[src/conv_params.svh]
`ifndef CONV_PARAMS_SVH
`define CONV_PARAMS_SVH

// Sample and accumulator widths
`define SAMPLE_WIDTH 16
`define ACC_WIDTH 40

// Largest row or column count, and the width that holds it
`define MAX_DIM 16
`define DIM_WIDTH 5

// Top memory address bit selects data (1) or filter (0)
`define MEM_ADDR_WIDTH 9

// Host bus address width
`define HOST_ADDR_WIDTH 16

`endif

[src/convPkg.sv]
`include "conv_params.svh"

package convPkg;

    // One memory word
    typedef logic signed [`SAMPLE_WIDTH-1:0] sampleT;

    // Running sum and result
    typedef logic signed [`ACC_WIDTH-1:0] accT;

    // Dimension inputs and loop counters
    typedef logic [`DIM_WIDTH-1:0] dimT;

    // Sample memory address
    typedef logic [`MEM_ADDR_WIDTH-1:0] memAddrT;

endpackage

[src/memPortIf.sv]
`timescale 1ns/1ns

interface memPortIf import convPkg::*; ();

    // Requester side
    logic    req;
    memAddrT addr;
    logic    wrEn;
    sampleT  wrData;

    // Memory side
    logic    gnt;
    sampleT  rdData;
    logic    rdValid;

    // Fields stay steady until gnt; read data follows a grant by one cycle
    modport requester (
        output req, addr, wrEn, wrData,
        input  gnt, rdData, rdValid
    );

    modport arbiter (
        input  req, addr, wrEn, wrData,
        output gnt, rdData, rdValid
    );

endinterface

[src/hostWriter.sv]
`timescale 1ns/1ns
`include "conv_params.svh"

module hostWriter import convPkg::*; (
    input  logic                        clkIn,
    input  logic                        rstIn,
    input  logic                        wrStrobeIn,
    input  logic [`HOST_ADDR_WIDTH-1:0] wrAddrIn,
    input  sampleT                      wrDataIn,
    memPortIf.requester                 memPort
);

    logic    inRange;
    logic    reqR;
    memAddrT addrR;
    sampleT  dataR;

    // Anything above the sample memory is dropped
    assign inRange = (wrAddrIn[`HOST_ADDR_WIDTH-1:`MEM_ADDR_WIDTH] == '0);

    always_ff @(posedge clkIn) begin
        if (rstIn) begin
            reqR <= 1'b0;
        end else begin
            reqR <= wrStrobeIn && inRange;
        end
    end

    // Host bit 8 maps straight onto the region bit
    always_ff @(posedge clkIn) begin
        addrR <= memAddrT'(wrAddrIn[`MEM_ADDR_WIDTH-1:0]);
        dataR <= wrDataIn;
    end

    // Host port has top priority and is granted in the cycle it requests
    assign memPort.req    = reqR;
    assign memPort.addr   = addrR;
    assign memPort.wrEn   = 1'b1;
    assign memPort.wrData = dataR;

endmodule

[src/flat_wrapper.sv]
// flat-port wrapper written by rule: the top's interface ports become plain ports
module hostWriter_flat import convPkg::*;
  (clkIn, rstIn, wrStrobeIn, wrAddrIn, wrDataIn, memPort_req, memPort_addr, memPort_wrEn, memPort_wrData, memPort_gnt, memPort_rdData, memPort_rdValid);
  memPortIf memPort_i ();
  input  logic clkIn;
  input  logic rstIn;
  input  logic wrStrobeIn;
  input  logic [`HOST_ADDR_WIDTH-1:0] wrAddrIn;
  input  sampleT wrDataIn;
  output wire logic [$bits(memPort_i.req)-1:0] memPort_req;
  output wire logic [$bits(memPort_i.addr)-1:0] memPort_addr;
  output wire logic [$bits(memPort_i.wrEn)-1:0] memPort_wrEn;
  output wire logic [$bits(memPort_i.wrData)-1:0] memPort_wrData;
  input wire logic [$bits(memPort_i.gnt)-1:0] memPort_gnt;
  input wire logic [$bits(memPort_i.rdData)-1:0] memPort_rdData;
  input wire logic [$bits(memPort_i.rdValid)-1:0] memPort_rdValid;
  assign memPort_req = memPort_i.req;
  assign memPort_addr = memPort_i.addr;
  assign memPort_wrEn = memPort_i.wrEn;
  assign memPort_wrData = memPort_i.wrData;
  assign memPort_i.gnt = memPort_gnt;
  assign memPort_i.rdData = memPort_rdData;
  assign memPort_i.rdValid = memPort_rdValid;
  hostWriter u_core (.clkIn(clkIn), .rstIn(rstIn), .wrStrobeIn(wrStrobeIn), .wrAddrIn(wrAddrIn), .wrDataIn(wrDataIn), .memPort(memPort_i));
endmodule
[config.mk]
export PLATFORM = sky130hd
export DESIGN_NAME = hostWriter_flat
export DESIGN_NICKNAME = d
export VERILOG_FILES = /design/src/convPkg.sv /design/src/memPortIf.sv /design/src/hostWriter.sv /design/src/flat_wrapper.sv
export VERILOG_INCLUDE_DIRS = /design/src /design/src/src
export SDC_FILE = /design/constraint.sdc
export NUM_CORES = 1
export LEC_CHECK = 0
export BUFFER_PORTS_ARGS = -buffer_cell sky130_fd_sc_hd__buf_2
export CAP_MARGIN = 10
export CORE_MARGIN = 4
export CORE_UTILIZATION = 30
export DETAILED_ROUTE_END_ITERATION = 6
export GPL_ROUTABILITY_DRIVEN = 0
export GPL_TIMING_DRIVEN = 0
export PLACE_DENSITY = 0.81
export SYNTH_ARGS = -nofsm -noshare
export SYNTH_HDL_FRONTEND = slang
export SYNTH_SLANG_ARGS = --single-unit
[constraint.sdc]
create_clock -name clkIn -period 0.8 [get_ports clkIn]
set_input_delay 0 -clock clkIn [delete_from_list [all_inputs] [get_ports clkIn]]
set_output_delay 0 -clock clkIn [all_outputs]
set_load 0.02 [all_outputs]
Word level (Yosys, flattened, before mapping)
Cells that the tools add are included.

word-level totals
  input bits = 53
  flip-flop bits (word level) = 26
  word-level logic and storage cells = 5

cells by class
  reduce and logical (&&, ||, !) cells = 2

operators by type and width
  operator           count
  zero test 7 bit    1
  logical AND 1 bit  1

Depth between registers and ports, before layout
  depth after elaboration = 2
  depth in mapped cells = 2

Worst setup path before layout
Ideal clock, no wire load.

  path type = input to register
  start point = in wrAddrIn[12]
  end point = reg u_core.reqR, in the netlist u_core.memPort.req
  setup slack = 0.331 ns
  cell stages on the path = 2
  data arrival time = 0.408 ns
  required time = 0.739 ns
  path buffers = 0
  cells stage by stage = nor4_1 and4b_1

on the way
  cells in the longest elaborated chain, start to end = 2

RTL lines
  element               RTL line           RTL
  start, declared       flat_wrapper.sv:8  input logic [`HOST_ADDR_WIDTH-1:0] wrAddrIn;
  zero test 7 bit       hostWriter.sv:19   assign inRange = (wrAddrIn[`HOST_ADDR_WIDTH-1:`MEM_ADDR_WIDTH] == '0);
  logical AND 1 bit     hostWriter.sv:25   reqR <= wrStrobeIn && inRange;
  end signal, assigned  hostWriter.sv:25
  end, declared         hostWriter.sv:14   logic reqR;

Every way passes these cells.
A chain may end at the register's enable or synchronous reset.

Worst setup path in the final report
  start point = in wrAddrIn[10]
  end point = reg u_core.reqR, in the netlist u_core.memPort.req

Same word-level chain as after synthesis.

==> impl_metrics.yaml <==
worst_setup_path:
  required_ns: 1.06
  critical_path.startpoint_type: "input port"
  critPathKind: "input port to flop"
  worst-path-max-fanout: 1
  cp-end-kind: "flop"
  arrival_ns: 1.11
synthesis:
  ys_seq_area_share_pct: 94.1
  synth_seq_cells: 26
  netlist_instances: 31
  synth_warnings: 0
  synth_area_per_cell_um2: 17.8
  ys_types: 6
  synth_area_um2: 553
  synth_fp_nets: 84
job:
  maxCapViolCount: 0
hold_path:
  min_path_type: "input port to flop"
  whs_path_depth: 3
  min-delay-start: "wrAddrIn[15]"
  min_to: "u_core.memPort.req"
global_route:
  gr-total-overflow: 0
  grt_pass1_wl_um: 2900
  grt_max_degree: 16
  grt_usage_pct: 15.4
  grt_pass1_vias: 648
  antenna_found_initial: 0
placed_design:
  dp.final_hpwl_um: 1040
  place_area_um2: 885
  dp_slack_ns: 0.203
  port_buffers: 60
cells_and_area:
  drive_gt1_share_pct: 72.2
  fillers: 105
  multiInputGateArea_um2: 31.3
  fin_area_um2: 1450
  final_util_pct: 83.3
  seq_area_um2: 553
  nNetsFinal: 180
  diodes: 0
  area_delta_synth_final_pct: 163
route:
  ant_nets: 0
  drt_iter0_markers: 4
  first_pass_iters: 2
  route.detailed.drc: 0
  wirelength_um: 2180
  wl_per_cell_um: 14.4
  viasPerCell: 3.95
  dr_total_vias: 597
die:
  dieArea_um2: 2590
  die_y_um: 50.9
  core_area_um2: 1750
  initial_core_util_pct: 31.7
  rows: 15
  ios: 80
  die_x_um: 50.9
pwr:
  leakage_nw: 0.684
  powerDensity_nw_per_um2: 1890
  worst_ir_drop_vdd_mv: 1.41
timing:
  rsz0062_at_grt: "yes"
  max_freq_mhz: 1190
  period_minus_slack_ns: 0.842
  hold_viol: 0
  slew_violations: 0
  worst_slack_ns: -0.0424
  fin_crit_sh_pct: 105
  finalSetupViolCount: 1
  timing.hold.ws_ns: 0.00218
cts:
  clk_pin_slew_ns: 0.14
  clock_sinks: 26
  cts_root_buffer: "clkbuf_4"
  clock_path_buffers: 2
  cts_made_buffers: 3
  cts_setup_buffers: 0
  cts_tree: "yes"
  htree_num_levels: 1
outcome:
  status: "finished with violations"
  violations: "negative setup slack"
## kinds of logic (layout without fill, tap and decap cells)
group	after synthesis	in the layout	share of synthesized area, %
DFF	26	26	94.1
and+or+nand+nor	3	3	3.85
buffers and inverters	1	96	1.36
other	1	1	0.678
## synthesized netlist by cell type, drive strengths merged
cell / n / area, um2
nor3: 1 / 5.00
nor4: 1 / 6.26
dfxtp: 26 / 521
conb: 1 / 3.75
buf: 1 / 7.51
and4b: 1 / 10.0
## state kept, by name, indices dropped and copies added (netlist names)
register and cells:
u_core.memPort.addr 9, u_core.memPort.wrData 16, u_core.memPort.req 1
## critical path, cell delays in order
cell,delay (ns)
dlygate4sd3_1,0.55
buf_2,0.13
nor4_2,0.20
and4b_1,0.22
## worst max path at each step
stage,start,endpoint
floorplan,wrAddrIn[12],u_core.memPort.req
global placement,wrAddrIn[12],u_core.memPort.req
detailed placement,wrAddrIn[12],u_core.memPort.req
CTS,u_core.memPort.wrData[15],memPort_wrData[15]
global route,wrAddrIn[10],u_core.memPort.req
finish,wrAddrIn[10],u_core.memPort.req
## routing by layer
metal / vias up / part of all wire [%] / track usage, %
met5: - / 0 / 0
met4: 0 / 0.64 / 9.42
met3: 2 / 10 / 8.45
met2: 40 / 54 / 26.4
met1: 270 / 35 / 14.1
li1: 285 / - / -
## cell type report
type                       instances  area share, %
tap                               25           2.15
multi-input combinational          4           2.15
sequential                        26           38.0
buffer                             1          0.516
timing repair buffer              91           53.5
clock inverter                     1           2.07
clock buffer                       3           1.55
## power breakdown
part           internal (W)  switching, W
logic              0.000284      0.000167
registers           0.00137     0.0000307
clock network      0.000506      0.000384
## through the flow
stage          cells  total power, W  TNS [ns]
2_1_floorplan     31         0.00151         0
3_3_place_gp     116         0.00164         0
3_5_place_dp     116         0.00165         0
4_1_cts          149         0.00265         0
5_1_grt          151         0.00286    -0.681
6_report         151         0.00275   -0.0424
## cells in the final DEF (no fill, tap or decap)
cell           count
nor3_1             1
buf_6             26
buf_2             33
and4b_1            1
clkbuf_4           3
dlygate4sd3_1     32
nor4_2             1
buf_4              1
dfxtp_2           26
bufinv_16          1
conb_1             1
## timing repair
action | CTS | global route
hold endpoints to repair | 26 | 1
cloned | 0 | 0
hold buffers | 29 | 3
endpoints found under the setup margin | 22 | 27
pin swaps | 0 | 2
resized for setup | 22 | 57
(Power assumes the default switching activity.)
