$ cat src/conv_params.svh
`ifndef CONV_PARAMS_SVH
`define CONV_PARAMS_SVH

// Sample and accumulator widths
`define SAMPLE_WIDTH 16
`define ACC_WIDTH 40

// Largest row or column count, and the width that holds it
`define MAX_DIM 16
`define DIM_WIDTH 5

// Top memory address bit selects data (1) or filter (0)
`define MEM_ADDR_WIDTH 9

// Host bus address width
`define HOST_ADDR_WIDTH 16

`endif

$ cat src/convPkg.sv
`include "conv_params.svh"

package convPkg;

    // One memory word
    typedef logic signed [`SAMPLE_WIDTH-1:0] sampleT;

    // Running sum and result
    typedef logic signed [`ACC_WIDTH-1:0] accT;

    // Dimension inputs and loop counters
    typedef logic [`DIM_WIDTH-1:0] dimT;

    // Sample memory address
    typedef logic [`MEM_ADDR_WIDTH-1:0] memAddrT;

endpackage

$ cat src/macUnit.sv
`timescale 1ns/1ns

module macUnit import convPkg::*; (
    input  logic   clkIn,
    input  logic   rstIn,
    input  logic   sampleValidIn,
    input  logic   sampleIsFiltIn,
    input  logic   lastTapIn,
    input  sampleT sampleIn,
    output logic   resultValidOut,
    output accT    resultOut
);

    sampleT dataR;
    accT    accR;
    accT    product;
    accT    sumNext;
    logic   filtValid;

    assign filtValid = sampleValidIn && sampleIsFiltIn;

    // Operands widened first so the product keeps its sign
    assign product = accT'(dataR) * accT'(sampleIn);
    assign sumNext = accR + product;

    always_ff @(posedge clkIn) begin
        if (rstIn) begin
            accR           <= '0;
            resultValidOut <= 1'b0;
        end else begin
            resultValidOut <= filtValid && lastTapIn;
            if (filtValid) begin
                // Restart from zero after each output position
                accR <= lastTapIn ? '0 : sumNext;
            end
        end
    end

    always_ff @(posedge clkIn) begin
        if (sampleValidIn && !sampleIsFiltIn) begin
            dataR <= sampleIn;
        end
        if (filtValid && lastTapIn) begin
            resultOut <= sumNext;
        end
    end

endmodule

$ cat config.mk
export PLATFORM = sky130hd
export DESIGN_NAME = macUnit
export DESIGN_NICKNAME = d
export VERILOG_FILES = /design/src/convPkg.sv /design/src/macUnit.sv
export VERILOG_INCLUDE_DIRS = /design/src /design/src/src
export SDC_FILE = /design/constraint.sdc
export NUM_CORES = 1
export LEC_CHECK = 0
export ABC_AREA = 1
export ABC_CLOCK_PERIOD_IN_PS = 17600
export BUFFER_PORTS_ARGS = -buffer_cell sky130_fd_sc_hd__buf_2
export CORE_MARGIN = 5
export CORE_UTILIZATION = 70
export CTS_CLUSTER_DIAMETER = 120
export DETAILED_ROUTE_END_ITERATION = 12
export GPL_TIMING_DRIVEN = 0
export PLACE_DENSITY_LB_ADDON = 0.25
export SETUP_SLACK_MARGIN = 0.3
export SLEW_MARGIN = 20
export SYNTH_ARGS = -nofsm -noshare
export SYNTH_HDL_FRONTEND = slang
export SYNTH_SLANG_ARGS = --single-unit
$ cat constraint.sdc
create_clock -name clkIn -period 17.6 [get_ports clkIn]
set_clock_uncertainty 0.1 [all_clocks]
set_input_delay 0.88 -clock clkIn [delete_from_list [all_inputs] [get_ports clkIn]]
set_output_delay 0.88 -clock clkIn [all_outputs]
set_load 0.01 [all_outputs]
# Word level (Yosys, flattened, before mapping)

Index checks and enable logic that the tools add are counted.

Bits in registers: 97
Latch bits: 0
RAM bits: 0
Bits in read-only memories: 0
Bits of input ports: 21
Output and inout bits: 41
Word-level logic and storage cells: 11
Memories kept: 0

Add/subtract/negate cells: 1
Multiply operators: 1
Div/mod/pow operators: 0
Order comparisons: 0
Equal/unequal tests: 0
Shift operators: 0
Muxes and demuxes: 1
Bitwise operators: 0
Reductions and logical operators: 4

Operators with widths:

| kind                | count |
|---|---|
| $add A40 B32 Y40    | 1 |
| $mux W40            | 1 |
| $mul A16 B16 Y32    | 1 |
| $logic_and A1 B1 Y1 | 3 |
| $logic_not A1 Y1    | 1 |

# Depth between registers and ports, before layout

Depth in word-level cells: 3
Mapped depth: 28

# Worst setup path after synthesis

OpenSTA, ideal clock, no wires.

Path type: input-to-reg
Start: input port sampleIn[1]
End: register resultOut[38], data pin
Arrival time: 6.395 ns
Slack: 10.851 ns
Stages: 24
Path through: clkbuf_1 nand2_1 inv_1 fa_1 inv_1 fa_1 inv_1 fa_1 inv_1 fa_1 inv_1 fa_1 inv_1 fa_1 inv_1 ha_1 nand2_1 nor3_1 nand2_1 nor2_1 nand4_1 nand3_1 nand2_1 and2_1

Word-level cells in the longest chain between the ends: 2

RTL lines:

| element              | line          | text |
|---|---|---|
| from (decl)          | macUnit.sv:9  | `input sampleT sampleIn,` |
| $mul A16 B16 Y32     | macUnit.sv:23 | `assign product = accT'(dataR) * accT'(sampleIn);` |
| $add A40 B32 Y40     | macUnit.sv:24 | `assign sumNext = accR + product;` |
| via sumNext[38]      | macUnit.sv:17 | `accT sumNext;` |
| to (signal assigned) | macUnit.sv:44 | `resultOut <= sumNext;` |
| to (decl)            | macUnit.sv:11 | `output accT resultOut` |

The timed path passes the listed nets, and every way through them passes these cells.
A chain may end at the register's enable or synchronous reset.

# Worst setup path in the final report

Start: input port sampleIn[5]
End: register resultOut[38], data pin

The elaborated chain is that of the path after synthesis.

==> impl_metrics.prom <==
# TYPE chip_impl_metric gauge
chip_impl_metric{name="overall_global_routing_usage",unit=""} 0.353
chip_impl_metric{name="die_area",unit="um^2"} 27100
chip_impl_info{name="unrepaired_setup_endpoints_after_global_routing",value="no"} 1
chip_impl_metric{name="std_cell_rows",unit=""} 56
chip_impl_metric{name="stdcell_area",unit="um^2"} 17700
chip_impl_metric{name="place.gp.congestion",unit=""} 0.990
chip_impl_metric{name="final_min_period_over_clock_period",unit=""} 0.450
chip_impl_metric{name="synth_cell_type_count",unit=""} 32
chip_impl_metric{name="route.antenna.remaining_nets",unit=""} 0
chip_impl_metric{name="arrival_time_of_data_at_the_critical_path_endpoint",unit="ns"} 7.95
chip_impl_metric{name="drt_pass1_iterations",unit=""} 5
chip_impl_metric{name="insertedDiodeCount",unit=""} 0
chip_impl_metric{name="final.min_clock_period",unit="ns"} 7.93
chip_impl_info{name="tritoncts",value="done"} 1
chip_impl_metric{name="buffer_ports.inserted",unit=""} 60
chip_impl_metric{name="globalRoute.totalOverflow",unit=""} 0
chip_impl_metric{name="relSlewSlack",unit=""} 0.344
chip_impl_info{name="main_combinational_cell_family_by_area_after_synthesis",value="adder cells"} 1
chip_impl_metric{name="crit_fanout",unit=""} 10
chip_impl_metric{name="finalHoldViolCount",unit=""} 0
chip_impl_metric{name="flow.area_growth_from_synthesis",unit="%"} 6.21
chip_impl_info{name="hold_path_class",value="reg2reg"} 1
chip_impl_info{name="synth.area.top_cells",value="sky130_fd_sc_hd__fa_1, sky130_fd_sc_hd__inv_1, sky130_fd_sc_hd__nand2_1"} 1
chip_impl_metric{name="worstPathRequired",unit="ns"} 17.62
chip_impl_metric{name="grt_start_max_net_pins",unit=""} 24
chip_impl_metric{name="drv_slew",unit=""} 0
chip_impl_info{name="netlist.top_cell.by_area",value="sky130_fd_sc_hd__fa_1"} 1
chip_impl_info{name="crit_path_top_delay_cell",value="sky130_fd_sc_hd__fa_1"} 1
chip_impl_metric{name="clock_pin_slew_on_the_worst_setup_and_hold_paths",unit="ns"} 0.08
chip_impl_metric{name="synth_nets",unit=""} 2507
chip_impl_metric{name="maxCapViolCount",unit=""} 0
chip_impl_metric{name="placement.cell_area",unit="um^2"} 17500
chip_impl_metric{name="critPathMaxStageDelay",unit="ns"} 0.75
chip_impl_metric{name="synth-edff-count",unit=""} 56
chip_impl_metric{name="clock_tree.htree_level_count",unit=""} 3
chip_impl_metric{name="synth.cell_area",unit="um^2"} 16700
chip_impl_metric{name="synth_sequential_area_ratio",unit=""} 0.150
chip_impl_metric{name="drtIter0Drc",unit=""} 1048
chip_impl_metric{name="synth_fa_ha_area_frac",unit=""} 0.482
chip_impl_metric{name="post_synth_xor_area_fraction",unit=""} 0.0103
chip_impl_metric{name="cts_inserted_buffers",unit=""} 9
chip_impl_metric{name="cts_repair_resize_count",unit=""} 0
chip_impl_metric{name="yosys.area_share.simple",unit=""} 0.180
chip_impl_metric{name="post_synth_mux_area_share",unit=""} 0
chip_impl_metric{name="critical_path_buf_inv_count",unit=""} 8
chip_impl_metric{name="post_drt_wl_per_cell",unit="um"} 18.2
chip_impl_metric{name="synth.top_cell.area_share",unit=""} 0.395
chip_impl_metric{name="clock_sinks",unit=""} 97
chip_impl_metric{name="n_fill_cell",unit=""} 1743
chip_impl_metric{name="post-dp-hpwl",unit="mm"} 38.4
chip_impl_metric{name="total_negative_slack",unit="ns"} 0
chip_impl_metric{name="floorplan.initialDensity",unit=""} 0.712
chip_impl_info{name="critPathKind",value="in2reg"} 1
chip_impl_metric{name="postRouteWirelength",unit="mm"} 44.4
chip_impl_metric{name="synthesis.yosys.warnings",unit=""} 0
chip_impl_info{name="timing.critical_path.cells",value="buf_2, clkbuf_1, clkbuf_1, nand2_1, fa_1, fa_1, inv_1, fa_1, inv_1, fa_1, inv_1, fa_1, inv_1, fa_1, inv_1, ha_1, nand2_1, nor3_1, nand2_1, nor2_1, nand4_1, nand3_1, nand2_1, and2_1"} 1
chip_impl_metric{name="place_ws",unit="ns"} 9.45
chip_impl_metric{name="cts_hold_repair.buffers",unit=""} 0
chip_impl_metric{name="drive_gt1_frac",unit=""} 0.0595
chip_impl_metric{name="die_x",unit="um"} 164
chip_impl_metric{name="ctsLongestPathBuffers",unit=""} 2
chip_impl_metric{name="nNetsFinal",unit=""} 2580
chip_impl_metric{name="via_count_of_the_first_global_routing_pass",unit=""} 13800
chip_impl_info{name="post-synth-top-count-cell",value="sky130_fd_sc_hd__inv_1"} 1
chip_impl_metric{name="drc",unit=""} 0
chip_impl_metric{name="async_flop_share",unit=""} 0
chip_impl_metric{name="detailroute.via_count",unit=""} 13200
chip_impl_info{name="synth-main-ff-cell",value="sky130_fd_sc_hd__edfxtp_1"} 1
chip_impl_metric{name="synth_area_in_compound_gates",unit=""} 0.0294
chip_impl_metric{name="number_of_antenna_violations_at_the_first_check_in_global_routing",unit=""} 0
chip_impl_info{name="critical_path.most_common_cell",value="sky130_fd_sc_hd__fa_1"} 1
chip_impl_info{name="clk_root_buffer_cell",value="sky130_fd_sc_hd__clkbuf_16"} 1
chip_impl_metric{name="dieHeight",unit="um"} 164
chip_impl_metric{name="avgSynthCellArea",unit="um^2"} 8.19
chip_impl_metric{name="viasPerCell",unit=""} 5.42
chip_impl_metric{name="max_clock_freq",unit="MHz"} 126
chip_impl_metric{name="setup_viol",unit=""} 0
chip_impl_metric{name="max_slew.worst_pin.slew",unit="ns"} 0.983
chip_impl_metric{name="worst_skew_pair.late_latency",unit="ns"} 0.36
chip_impl_metric{name="multi_input_comb_area",unit="um^2"} 11700
chip_impl_info{name="ys_top_cells_by_count",value="sky130_fd_sc_hd__inv_1, sky130_fd_sc_hd__nand2_1, sky130_fd_sc_hd__fa_1"} 1
chip_impl_metric{name="number_of_ports_placed_on_the_die_boundary",unit=""} 62
chip_impl_info{name="worst_setup_path_start_kind",value="input pin"} 1
chip_impl_metric{name="core_area",unit="um^2"} 23500
chip_impl_info{name="critical_path.endpoint_type",value="flop"} 1
chip_impl_metric{name="holdPathStages",unit=""} 2
chip_impl_info{name="run_status",value="completed"} 1
chip_impl_metric{name="wire_length_of_the_first_global_routing_pass",unit="mm"} 72.3
chip_impl_metric{name="number_of_setup_buffers_added_after_cts",unit=""} 0
chip_impl_metric{name="reg2reg_depth",unit=""} 24
chip_impl_metric{name="timing.critical_path.depth",unit=""} 24
chip_impl_metric{name="postSynthRegisterBits",unit=""} 97
chip_impl_info{name="critical-path-top-delay-family",value="adder cells"} 1
chip_impl_metric{name="syn-instance-count",unit=""} 2041
chip_impl_metric{name="area.sequential",unit="um^2"} 2500
chip_impl_metric{name="final.setup.worst_slack",unit="ns"} 9.67
==> tightest hold or removal path: stages, from the launching register on <==
cell and delay (ns):
sky130_fd_sc_hd__dfxtp_1 0.31, sky130_fd_sc_hd__nand2_1 0.06, sky130_fd_sc_hd__a21oi_1 0.06
==> final timing paths <==
kind	startpoint	endpoint	slack, ns
max	sampleIn[5]	resultOut[38]	9.67
min reg2reg	accR[15]	accR[15]	0.37
max reg2reg	dataR[15]	resultOut[38]	10.15
min	accR[15]	accR[15]	0.37
==> cell families after synthesis <==
kind of cell,count (synthesis)
buf+inv,663
xor+xnor,17
compound gates,87
simple gates,732
fa+ha+maj,445
flops,97
==> per-stage QoR <==
step	instances	hold WS, ns	util
after detailed placement	2422	0.359	0.744
after CTS	2438	0.370	0.756
after global routing	2438	0.386	0.756
final	2438	0.373	0.756
after global placement	2420	0.357	0.742
after floorplan	2041	0.345	-
==> registers in the layout, summed over array words and instances, names as in the netlist <==
signal and flops:
dataR 16, resultValidOut 1, accR 40, resultOut 40
==> final cells by class <==
class | instances | area share
repair buffers | 62 | 0.0193
clock inverters | 7 | 0.00324
clock buffers | 9 | 0.0127
well taps | 319 | 0.0225
multi-input cells | 1281 | 0.661
plain buffers | 73 | 0.0157
flip-flops and latches | 97 | 0.141
inverters | 590 | 0.125
==> per-layer routing <==
layer / global-route usage / wire, um / vias up
met5: 0 / 0 / -
met4: 0.156 / 2150 / 0
met3: 0.0581 / 3390 / 109
met2: 0.594 / 21700 / 577
met1: 0.456 / 17100 / 6544
li1: - / - / 5980
==> placed cells by master, fill, tap and decap left out, types with 4 or more instances in the layout <==
cell	count
sky130_fd_sc_hd__clkbuf_16	9
sky130_fd_sc_hd__o21ai_0	4
sky130_fd_sc_hd__inv_1	585
sky130_fd_sc_hd__nor2_1	83
sky130_fd_sc_hd__edfxtp_1	56
sky130_fd_sc_hd__nor3_1	5
sky130_fd_sc_hd__dfxtp_1	41
sky130_fd_sc_hd__a21oi_1	65
sky130_fd_sc_hd__inv_6	4
sky130_fd_sc_hd__nand2_2	16
sky130_fd_sc_hd__and2_1	18
sky130_fd_sc_hd__xor2_1	12
sky130_fd_sc_hd__nand3_1	54
sky130_fd_sc_hd__clkbuf_1	69
sky130_fd_sc_hd__nor2_2	7
sky130_fd_sc_hd__nand4_1	9
sky130_fd_sc_hd__a21oi_2	4
sky130_fd_sc_hd__fa_1	329
sky130_fd_sc_hd__o21bai_1	9
sky130_fd_sc_hd__ha_1	115
sky130_fd_sc_hd__buf_2	63
sky130_fd_sc_hd__inv_2	5
sky130_fd_sc_hd__nand2_1	524
sky130_fd_sc_hd__nand3b_1	7
Power is not shown: default switching activity piles up to over one toggle a cycle in this logic, so the estimate is an artifact.
