File: src/conv_params.svh
`ifndef CONV_PARAMS_SVH
`define CONV_PARAMS_SVH

// Sample and accumulator widths
`define SAMPLE_WIDTH 16
`define ACC_WIDTH 40

// Largest row or column count, and the width that holds it
`define MAX_DIM 16
`define DIM_WIDTH 5

// Top memory address bit selects data (1) or filter (0)
`define MEM_ADDR_WIDTH 9

// Host bus address width
`define HOST_ADDR_WIDTH 16

`endif

File: src/convPkg.sv
`include "conv_params.svh"

package convPkg;

    // One memory word
    typedef logic signed [`SAMPLE_WIDTH-1:0] sampleT;

    // Running sum and result
    typedef logic signed [`ACC_WIDTH-1:0] accT;

    // Dimension inputs and loop counters
    typedef logic [`DIM_WIDTH-1:0] dimT;

    // Sample memory address
    typedef logic [`MEM_ADDR_WIDTH-1:0] memAddrT;

endpackage

File: src/memPortIf.sv
`timescale 1ns/1ns

interface memPortIf import convPkg::*; ();

    // Requester side
    logic    req;
    memAddrT addr;
    logic    wrEn;
    sampleT  wrData;

    // Memory side
    logic    gnt;
    sampleT  rdData;
    logic    rdValid;

    // Fields stay steady until gnt; read data follows a grant by one cycle
    modport requester (
        output req, addr, wrEn, wrData,
        input  gnt, rdData, rdValid
    );

    modport arbiter (
        input  req, addr, wrEn, wrData,
        output gnt, rdData, rdValid
    );

endinterface

File: src/convAddrGen.sv
`timescale 1ns/1ns
`include "conv_params.svh"

module convAddrGen import convPkg::*; (
    input  logic        clkIn,
    input  logic        rstIn,
    input  logic        startIn,
    input  dimT         filtRowsIn,
    input  dimT         filtColsIn,
    input  dimT         dataRowsIn,
    input  dimT         dataColsIn,
    output logic        busyOut,
    memPortIf.requester readPort,
    output logic        sampleValidOut,
    output logic        sampleIsFiltOut,
    output sampleT      sampleOut,
    output logic        lastTapOut
);

    typedef enum logic [1:0] {IDLE, RUN, WAIT_RES} stateT;

    stateT   stateR;
    logic    phaseR;
    logic    drainR;
    logic    dimsLegal;
    dimT     fColR, fRowR, oColR, oRowR;
    dimT     maxFiltColR, maxFiltRowR, maxOutColR, maxOutRowR;
    dimT     filtColsR, dataColsR;
    logic    lastTap, finalTap;
    memAddrT dataIdx, filtIdx;
    logic    pendFiltR, pendLastR;

    // Data dims are nonzero whenever the filter fits inside them
    assign dimsLegal = (filtRowsIn != '0) && (filtColsIn != '0)
        && (dataRowsIn <= dimT'(`MAX_DIM)) && (dataColsIn <= dimT'(`MAX_DIM))
        && (filtRowsIn <= dataRowsIn) && (filtColsIn <= dataColsIn);

    assign lastTap  = (fColR == maxFiltColR) && (fRowR == maxFiltRowR);
    assign finalTap = lastTap && (oColR == maxOutColR) && (oRowR == maxOutRowR);

    // Row-major offsets within each half of the memory
    assign dataIdx = memAddrT'(oRowR + fRowR) * memAddrT'(dataColsR)
        + memAddrT'(oColR) + memAddrT'(fColR);
    assign filtIdx = memAddrT'(fRowR) * memAddrT'(filtColsR) + memAddrT'(fColR);

    // Phase 0 reads the data sample, phase 1 the filter sample
    assign readPort.req    = (stateR == RUN);
    assign readPort.addr   = phaseR ? {1'b0, filtIdx[`MEM_ADDR_WIDTH-2:0]}
                                    : {1'b1, dataIdx[`MEM_ADDR_WIDTH-2:0]};
    assign readPort.wrEn   = 1'b0;
    assign readPort.wrData = '0;

    assign busyOut = (stateR != IDLE);

    always_ff @(posedge clkIn) begin
        if (rstIn) begin
            stateR <= IDLE;
            phaseR <= 1'b0;
            drainR <= 1'b0;
            fColR  <= '0;
            fRowR  <= '0;
            oColR  <= '0;
            oRowR  <= '0;
        end else begin
            case (stateR)
                IDLE: begin
                    phaseR <= 1'b0;
                    drainR <= 1'b0;
                    if (startIn && dimsLegal) begin
                        stateR <= RUN;
                        fColR  <= '0;
                        fRowR  <= '0;
                        oColR  <= '0;
                        oRowR  <= '0;
                    end
                end
                RUN: begin
                    if (readPort.gnt && !phaseR) begin
                        phaseR <= 1'b1;
                    end else if (readPort.gnt) begin
                        phaseR <= 1'b0;
                        if (finalTap) begin
                            stateR <= WAIT_RES;
                        end
                        // Filter column innermost, output row outermost
                        if (fColR != maxFiltColR) begin
                            fColR <= fColR + dimT'(1);
                        end else begin
                            fColR <= '0;
                            if (fRowR != maxFiltRowR) begin
                                fRowR <= fRowR + dimT'(1);
                            end else begin
                                fRowR <= '0;
                                if (oColR != maxOutColR) begin
                                    oColR <= oColR + dimT'(1);
                                end else begin
                                    oColR <= '0;
                                    oRowR <= oRowR + dimT'(1);
                                end
                            end
                        end
                    end
                end
                WAIT_RES: begin
                    // Last sample lands, then the result strobe, then done
                    drainR <= 1'b1;
                    if (drainR) begin
                        stateR <= IDLE;
                    end
                end
                default: stateR <= IDLE;
            endcase
        end
    end

    always_ff @(posedge clkIn) begin
        if (stateR == IDLE && startIn) begin
            filtColsR   <= filtColsIn;
            dataColsR   <= dataColsIn;
            maxFiltColR <= filtColsIn - dimT'(1);
            maxFiltRowR <= filtRowsIn - dimT'(1);
            maxOutColR  <= dataColsIn - filtColsIn;
            maxOutRowR  <= dataRowsIn - filtRowsIn;
        end
        // Tag travels with the granted read to match its returning data
        if (readPort.gnt) begin
            pendFiltR <= phaseR;
            pendLastR <= phaseR && lastTap;
        end
    end

    assign sampleValidOut  = readPort.rdValid;
    assign sampleIsFiltOut = pendFiltR;
    assign sampleOut       = readPort.rdData;
    assign lastTapOut      = pendLastR;

endmodule

File: src/flat_wrapper.sv
// flat-port wrapper written by rule: the top's interface ports become plain ports
module convAddrGen_flat import convPkg::*;
  (clkIn, rstIn, startIn, filtRowsIn, filtColsIn, dataRowsIn, dataColsIn, busyOut, sampleValidOut, sampleIsFiltOut, sampleOut, lastTapOut, readPort_req, readPort_addr, readPort_wrEn, readPort_wrData, readPort_gnt, readPort_rdData, readPort_rdValid);
  memPortIf readPort_i ();
  input  logic clkIn;
  input  logic rstIn;
  input  logic startIn;
  input  dimT filtRowsIn;
  input  dimT filtColsIn;
  input  dimT dataRowsIn;
  input  dimT dataColsIn;
  output logic busyOut;
  output logic sampleValidOut;
  output logic sampleIsFiltOut;
  output sampleT sampleOut;
  output logic lastTapOut;
  output wire logic [$bits(readPort_i.req)-1:0] readPort_req;
  output wire logic [$bits(readPort_i.addr)-1:0] readPort_addr;
  output wire logic [$bits(readPort_i.wrEn)-1:0] readPort_wrEn;
  output wire logic [$bits(readPort_i.wrData)-1:0] readPort_wrData;
  input wire logic [$bits(readPort_i.gnt)-1:0] readPort_gnt;
  input wire logic [$bits(readPort_i.rdData)-1:0] readPort_rdData;
  input wire logic [$bits(readPort_i.rdValid)-1:0] readPort_rdValid;
  assign readPort_req = readPort_i.req;
  assign readPort_addr = readPort_i.addr;
  assign readPort_wrEn = readPort_i.wrEn;
  assign readPort_wrData = readPort_i.wrData;
  assign readPort_i.gnt = readPort_gnt;
  assign readPort_i.rdData = readPort_rdData;
  assign readPort_i.rdValid = readPort_rdValid;
  convAddrGen u_core (.clkIn(clkIn), .rstIn(rstIn), .startIn(startIn), .filtRowsIn(filtRowsIn), .filtColsIn(filtColsIn), .dataRowsIn(dataRowsIn), .dataColsIn(dataColsIn), .busyOut(busyOut), .readPort(readPort_i), .sampleValidOut(sampleValidOut), .sampleIsFiltOut(sampleIsFiltOut), .sampleOut(sampleOut), .lastTapOut(lastTapOut));
endmodule
File: config.mk
export PLATFORM = sky130hd
export DESIGN_NAME = convAddrGen_flat
export DESIGN_NICKNAME = d
export VERILOG_FILES = /design/src/convPkg.sv /design/src/memPortIf.sv /design/src/convAddrGen.sv /design/src/flat_wrapper.sv
export VERILOG_INCLUDE_DIRS = /design/src /design/src/src
export SDC_FILE = /design/constraint.sdc
export NUM_CORES = 1
export LEC_CHECK = 0
export BUFFER_PORTS_ARGS = -buffer_cell sky130_fd_sc_hd__buf_2
export CORE_MARGIN = 10
export CORE_UTILIZATION = 50
export DETAILED_ROUTE_END_ITERATION = 16
export GPL_ROUTABILITY_DRIVEN = 0
export MAX_ROUTING_LAYER = met4
export PLACE_DENSITY = 0.74
export SLEW_MARGIN = 15
export SYNTH_ARGS = -nofsm -noshare
export SYNTH_HDL_FRONTEND = slang
export SYNTH_SLANG_ARGS = --single-unit
File: constraint.sdc
create_clock -name clkIn -period 7.18 [get_ports clkIn]
set_clock_uncertainty 0.15 [all_clocks]
set_input_delay 0.359 -clock clkIn [delete_from_list [all_inputs] [get_ports clkIn]]
set_output_delay 0.359 -clock clkIn [all_outputs]
set_load 0.01 [all_outputs]
## Word level (Yosys, flattened, before mapping)

Index checks and enable logic that the tools add are counted.

- Register bits after elaboration: 56
- Latch bits: 0
- Memory bits (writable): 0
- ROM bits: 0
- Bits of input ports: 41
- Output and inout port bits: 47
- Word-level logic and storage cells: 109
- Memories: 0

- Add/sub/neg operators: 12
- Multipliers: 2
- Divide/modulo/power cells: 0
- Order comparisons: 4
- Equal/unequal tests: 18
- Shifts and indexed selects: 0
- Multiplexer cells: 33
- Bitwise operators: 0
- Reduce and logical (&&, ||, !) cells: 25

Operators by type and width:

| operator | count |
|---|---|
| 5-bit 2-to-1 mux | 18 |
| 5-bit case mux with 2 select lines | 4 |
| 8-bit by 5-bit adder with 8-bit output | 3 |
| 5-bit by 1-bit adder with 5-bit output (second input constant) | 4 |
| 5-bit equality test | 4 |
| 5-bit != test | 3 |
| 1-bit logical AND | 12 |
| 5-bit less-or-equal comparator | 2 |
| 5-bit less-or-equal comparator (second input constant) | 2 |
| 2-bit 2-to-1 mux | 5 |
| 5-bit AND reduction | 2 |
| 5-bit nonzero test | 2 |
| 5-bit by 1-bit subtractor with 5-bit output (second input constant) | 2 |
| 5-bit subtractor | 2 |
| 9-bit by 5-bit multiplier with 8-bit output | 1 |
| 9-bit 2-to-1 mux | 1 |
| 5-bit by 5-bit multiplier with 8-bit output | 1 |
| 2-bit by 1-bit != test with 1-bit output (second input constant) | 4 |
| 2-bit != test (second input constant) | 4 |
| 7-bit AND reduction | 1 |
| 5-bit by 5-bit adder with 6-bit output | 1 |
| 2-bit case mux with 3 select lines | 1 |
| 6-bit AND reduction | 1 |
| 2-bit nonzero test | 3 |
| other kinds (9) | 11 |

## Logic depth before layout (Yosys ltp)

- Depth in word-level cells: 9
- Mapped depth: 20
- Gate-level depth less buffers: 20

## Worst setup path after synthesis

No wires, ideal clock.

- Path kind: flip-flop to output port
- From: register u_core.oRowR[0]
- To: output readPort_addr[7]
- Arrival time: 5167 ps
- Data required time: 6671 ps
- Path slack: 1504 ps
- Cell stages (with the launch flop): 21
- Path through: dfxtp_1 ha_1 fa_1 a21o_1 a21oi_1 xnor2_1 nand2_1 fa_1 fa_1 inv_1 fa_1 inv_1 fa_1 inv_1 ha_1 o21a_1 o31a_1 o21a_1 o211a_1 o2111a_1 a211oi_1

- Cells in the longest elaborated chain, start to end: 5

RTL lines:

| element | line | text |
|---|---|---|
| start: declaration | convAddrGen.sv:26 | `dimT fColR, fRowR, oColR, oRowR;` |
| start signal: assignment | convAddrGen.sv:98 | `oRowR <= oRowR + dimT'(1);` |
| 5-bit by 5-bit adder with 6-bit output | convAddrGen.sv:42 | `assign dataIdx = memAddrT'(oRowR + fRowR) * memAddrT'(dataColsR)` |
| 9-bit by 5-bit multiplier with 8-bit output | convAddrGen.sv:42 |  |
| 8-bit by 5-bit adder with 8-bit output (2 in series) | convAddrGen.sv:43 | `+ memAddrT'(oColR) + memAddrT'(fColR);` |
| 9-bit 2-to-1 mux | convAddrGen.sv:48 | `` assign readPort.addr = phaseR ? {1'b0, filtIdx[`MEM_ADDR_WIDTH-2:0]} `` |
| end: declaration | flat_wrapper.sv:18 | `output wire logic [$bits(readPort_i.addr)-1:0] readPort_addr;` |

Every way passes these cells.

## Worst setup path after layout

- From: register u_core.fRowR[0]
- To: output readPort_addr[7]

- Cells in the longest elaborated chain, start to end: 5
- Elaborated cells between the ends (all ways): 7
- Those cells by class: add/sub (4); mul (2); mux (1)

RTL lines:

| element | line | text |
|---|---|---|
| start: declaration | convAddrGen.sv:26 |  |
| start signal: assignment | convAddrGen.sv:91 | `fRowR <= fRowR + dimT'(1);` |
| 5-bit by 5-bit adder with 6-bit output | convAddrGen.sv:42 |  |
| 9-bit by 5-bit multiplier with 8-bit output | convAddrGen.sv:42 |  |
| 8-bit by 5-bit adder with 8-bit output (2 in series) | convAddrGen.sv:43 |  |
| 9-bit 2-to-1 mux (*) | convAddrGen.sv:48 |  |

Mark *: on every way between the ends. The rest lies on a longest branch, timed or not.

==> results.cfg <==
[final_layout]
final_cells = 715
final_area_um2 = 5500
drive_gt1_share_pct = 9.50
area_growth_syn_to_layout_pct = 4.17
n_antenna_cell = 0
fin_util_pct = 53.3
nets = 704

[logic_synthesis]
netlist_area_um2 = 5280
yosys_register_bits = 56
ys.flop_type = edfxtp_1
ys_types = 56
postSynth.asyncResetShare_pct = 0
yosysTopAreaCell = edfxtp_1
synth_edf_count = 32
ys_top_cells_by_area = edfxtp_1 (18%), fa_1 (13%), ha_1 (12%)
yosysTopAreaCellShare_pct = 18.2
postSynthAreaPerCell_um2 = 9.35
syn_inst = 565
ys_warn_count = 0
ys_seq_area_share_pct = 27.3

[worst_setup_path]
crit_type = reg -> out
path_buf_inv = 4
arrival_ps = 5940
cpMostUsedCell = fa_1
cp-start-kind = flop
path_max_fanout = 11
cp.required_ps = 6670
crit_slowest_cell = fa_1
critPathCaptureType = output pin
path_depth = 21
critPathTopFamily = adder cells
path_cells = ha_1, fa_1, a21o_1, a21oi_1, xnor2_1, nand2_1, fa_1, fa_1, inv_1, fa_1, inv_1, fa_1, inv_1, ha_1, o21a_1, o31a_1, o21a_1, o211a_1, o2111a_1, a211oi_1, buf_2
rr_worst_depth = 6
max_stage_delay_ps = 520

[routing]
drt-vias-per-instance = 5.44
drtIter0Drc = 263
drt_pass1_iterations = 7
wire_per_inst_um = 16.0
ant_nets = 0
drc = 0
totalWireLength_mm = 11.4
vias = 3893

[clocking]
holdBufCountCts = 0
cts_resized = 0
h-tree-depth = 2
tritoncts = built
clk_pin_slew_worst_paths_ps = 100
clk_latency_ps = 310
cts_sinks = 56
cts_made_buffers = 5
post_cts.repair.setup_buffers = 0
cts_root_buffer = clkbuf_8
cts_max_path_buffers = 2

[floorplan]
die_x_um = 123
std_cell_rows = 37
fp.coreArea_um2 = 10300
initial_core_util_pct = 51.2
dieArea_um2 = 15100
die_h_um = 123
ios = 88

[grt]
grt_overflow = 0
use_met1_pct = 20.2
antenna_found_initial = 0
grt_pass1_wl_mm = 19.2
grt_pass1_vias = 4051
gr-usage-all-layers_pct = 15.8
grt_max_degree = 31
met3_usage_pct = 2.25
grtUsageMet2_pct = 24.8
busiest_layer = met2

[power]
leakagePower_nw = 2.60
ir_drop_mv = 0.117
p_per_area_nw_per_um2 = 135

[timing]
setup_viol_count_final = 0
timing.final.crit_share_pct = 89.8
hold_viol = 0
fin_tns_setup_ps = 0
worst_pin_slew_ps = 803
period_needed_ps = 6450
drv_slew = 0
slew_headroom_pct = 46.5
fmax_mhz = 155
grt_setup_unrepaired = false

[placed_design]
hpwl_mm = 9.57
port_buffers = 36
dpl-instance-area_um2 = 5400
placed_cells = 707

[worst_hold_path]
min_path_cells = 1
hp-class = in -> reg

[status]
status = finished clean

[run]
maxCapViolCount = 0
==> per-stage QoR <==
step / power [mW] / worst slack, ps / hold slack, ps
global placement: 0.560 / 1200 / 327
finish: 0.745 / 729 / 101
detailed placement: 0.565 / 1080 / 348
floorplan: 0.525 / 1500 / 308
CTS: 0.747 / 727 / 91.7
global route: 0.784 / 376 / 87.6
==> area by class of cell <==
cell class	count	area [um2]
repair buffers	38	195
fillers	935	4820
clock buffers	5	68.8
clock inverters	3	33.8
well taps	136	170
flip-flops and latches	56	1440
inverters	71	267
multi-input cells	406	3330
==> logic make-up after synthesis <==
logic type      share of synthesized area, %
fa+ha+maj                               25.0
other cells                           0.0710
xor+xnor                                7.96
compound gates                          13.4
simple gates                            14.5
buf+inv                                 10.9
flops                                   27.3
mux                                    0.995
==> placed cells by master, fill, tap and decap left out, types with 4 or more instances in the layout <==
cell type,count
nor2b_1,4
nor3_1,12
a31oi_1,4
nand2_1,35
nand3_1,14
inv_1,71
o21a_1,4
a21oi_1,35
conb_1,17
buf_2,36
clkbuf_8,5
xnor2_1,23
edfxtp_1,32
and3_1,7
dfxtp_1,24
a21o_1,9
and2_1,28
o21ai_0,24
fa_1,34
ha_1,51
nor2_1,18
xor2_1,25
==> path summary, 6_finish.rpt <==
path	from	slack (ps)	to
worst max-delay path	u_core.fRowR[0]	730	readPort_addr[7]
worst min-delay path	filtColsIn[4]	100	u_core.filtColsR[4]
worst max register to register	u_core.oColR[2]	4760	u_core.oRowR[2]
worst min register to register	u_core.fColR[4]	370	u_core.fColR[4]
==> report_power, final <==
group	internal, mW	leakage (nW)	switching, mW	total (mW)
combinational	0.0625	2.04	0.107	0.170
clock	0.0736	0.0515	0.111	0.185
sequential	0.369	0.505	0.0215	0.390
total	0.505	2.60	0.240	0.745
==> sequential cells by signal, indices dropped and copies added, names as in the netlist <==
name,cells
u_core.fColR,5
u_core.lastTapOut,1
u_core.oRowR,5
u_core.phaseR,1
u_core.stateR,2
u_core.filtColsR,5
u_core.oColR,5
u_core.dataColsR,5
u_core.drainR,1
u_core.fRowR,5
u_core.maxOutRowR,5
u_core.maxFiltColR,5
u_core.maxFiltRowR,5
u_core.maxOutColR,5
u_core.sampleIsFiltOut,1
==> synthesized netlist by cell type, drive strengths merged, types with 4 or more instances <==
| library cell | number |
|---|---|
| clkbuf | 13 |
| and2 | 29 |
| buf | 35 |
| and3 | 7 |
| xor2 | 25 |
| o41ai | 4 |
| a31oi | 4 |
| nor2 | 18 |
| nor3 | 12 |
| inv | 71 |
| a21o | 9 |
| o21ai | 25 |
| dfxtp | 24 |
| fa | 34 |
| nand3 | 14 |
| nor2b | 4 |
| a21oi | 35 |
| o21a | 4 |
| ha | 51 |
| edfxtp | 32 |
| xnor2 | 23 |
| nand2 | 35 |
==> metal layers <==
metal | up-vias | wire, um
li1 | 1903 | -
met1 | 1811 | 5240
met2 | 148 | 5190
met3 | 31 | 630
met4 | 0 | 344
met5 | - | 0
No activity file was read; power rests on OpenSTA's default activity.
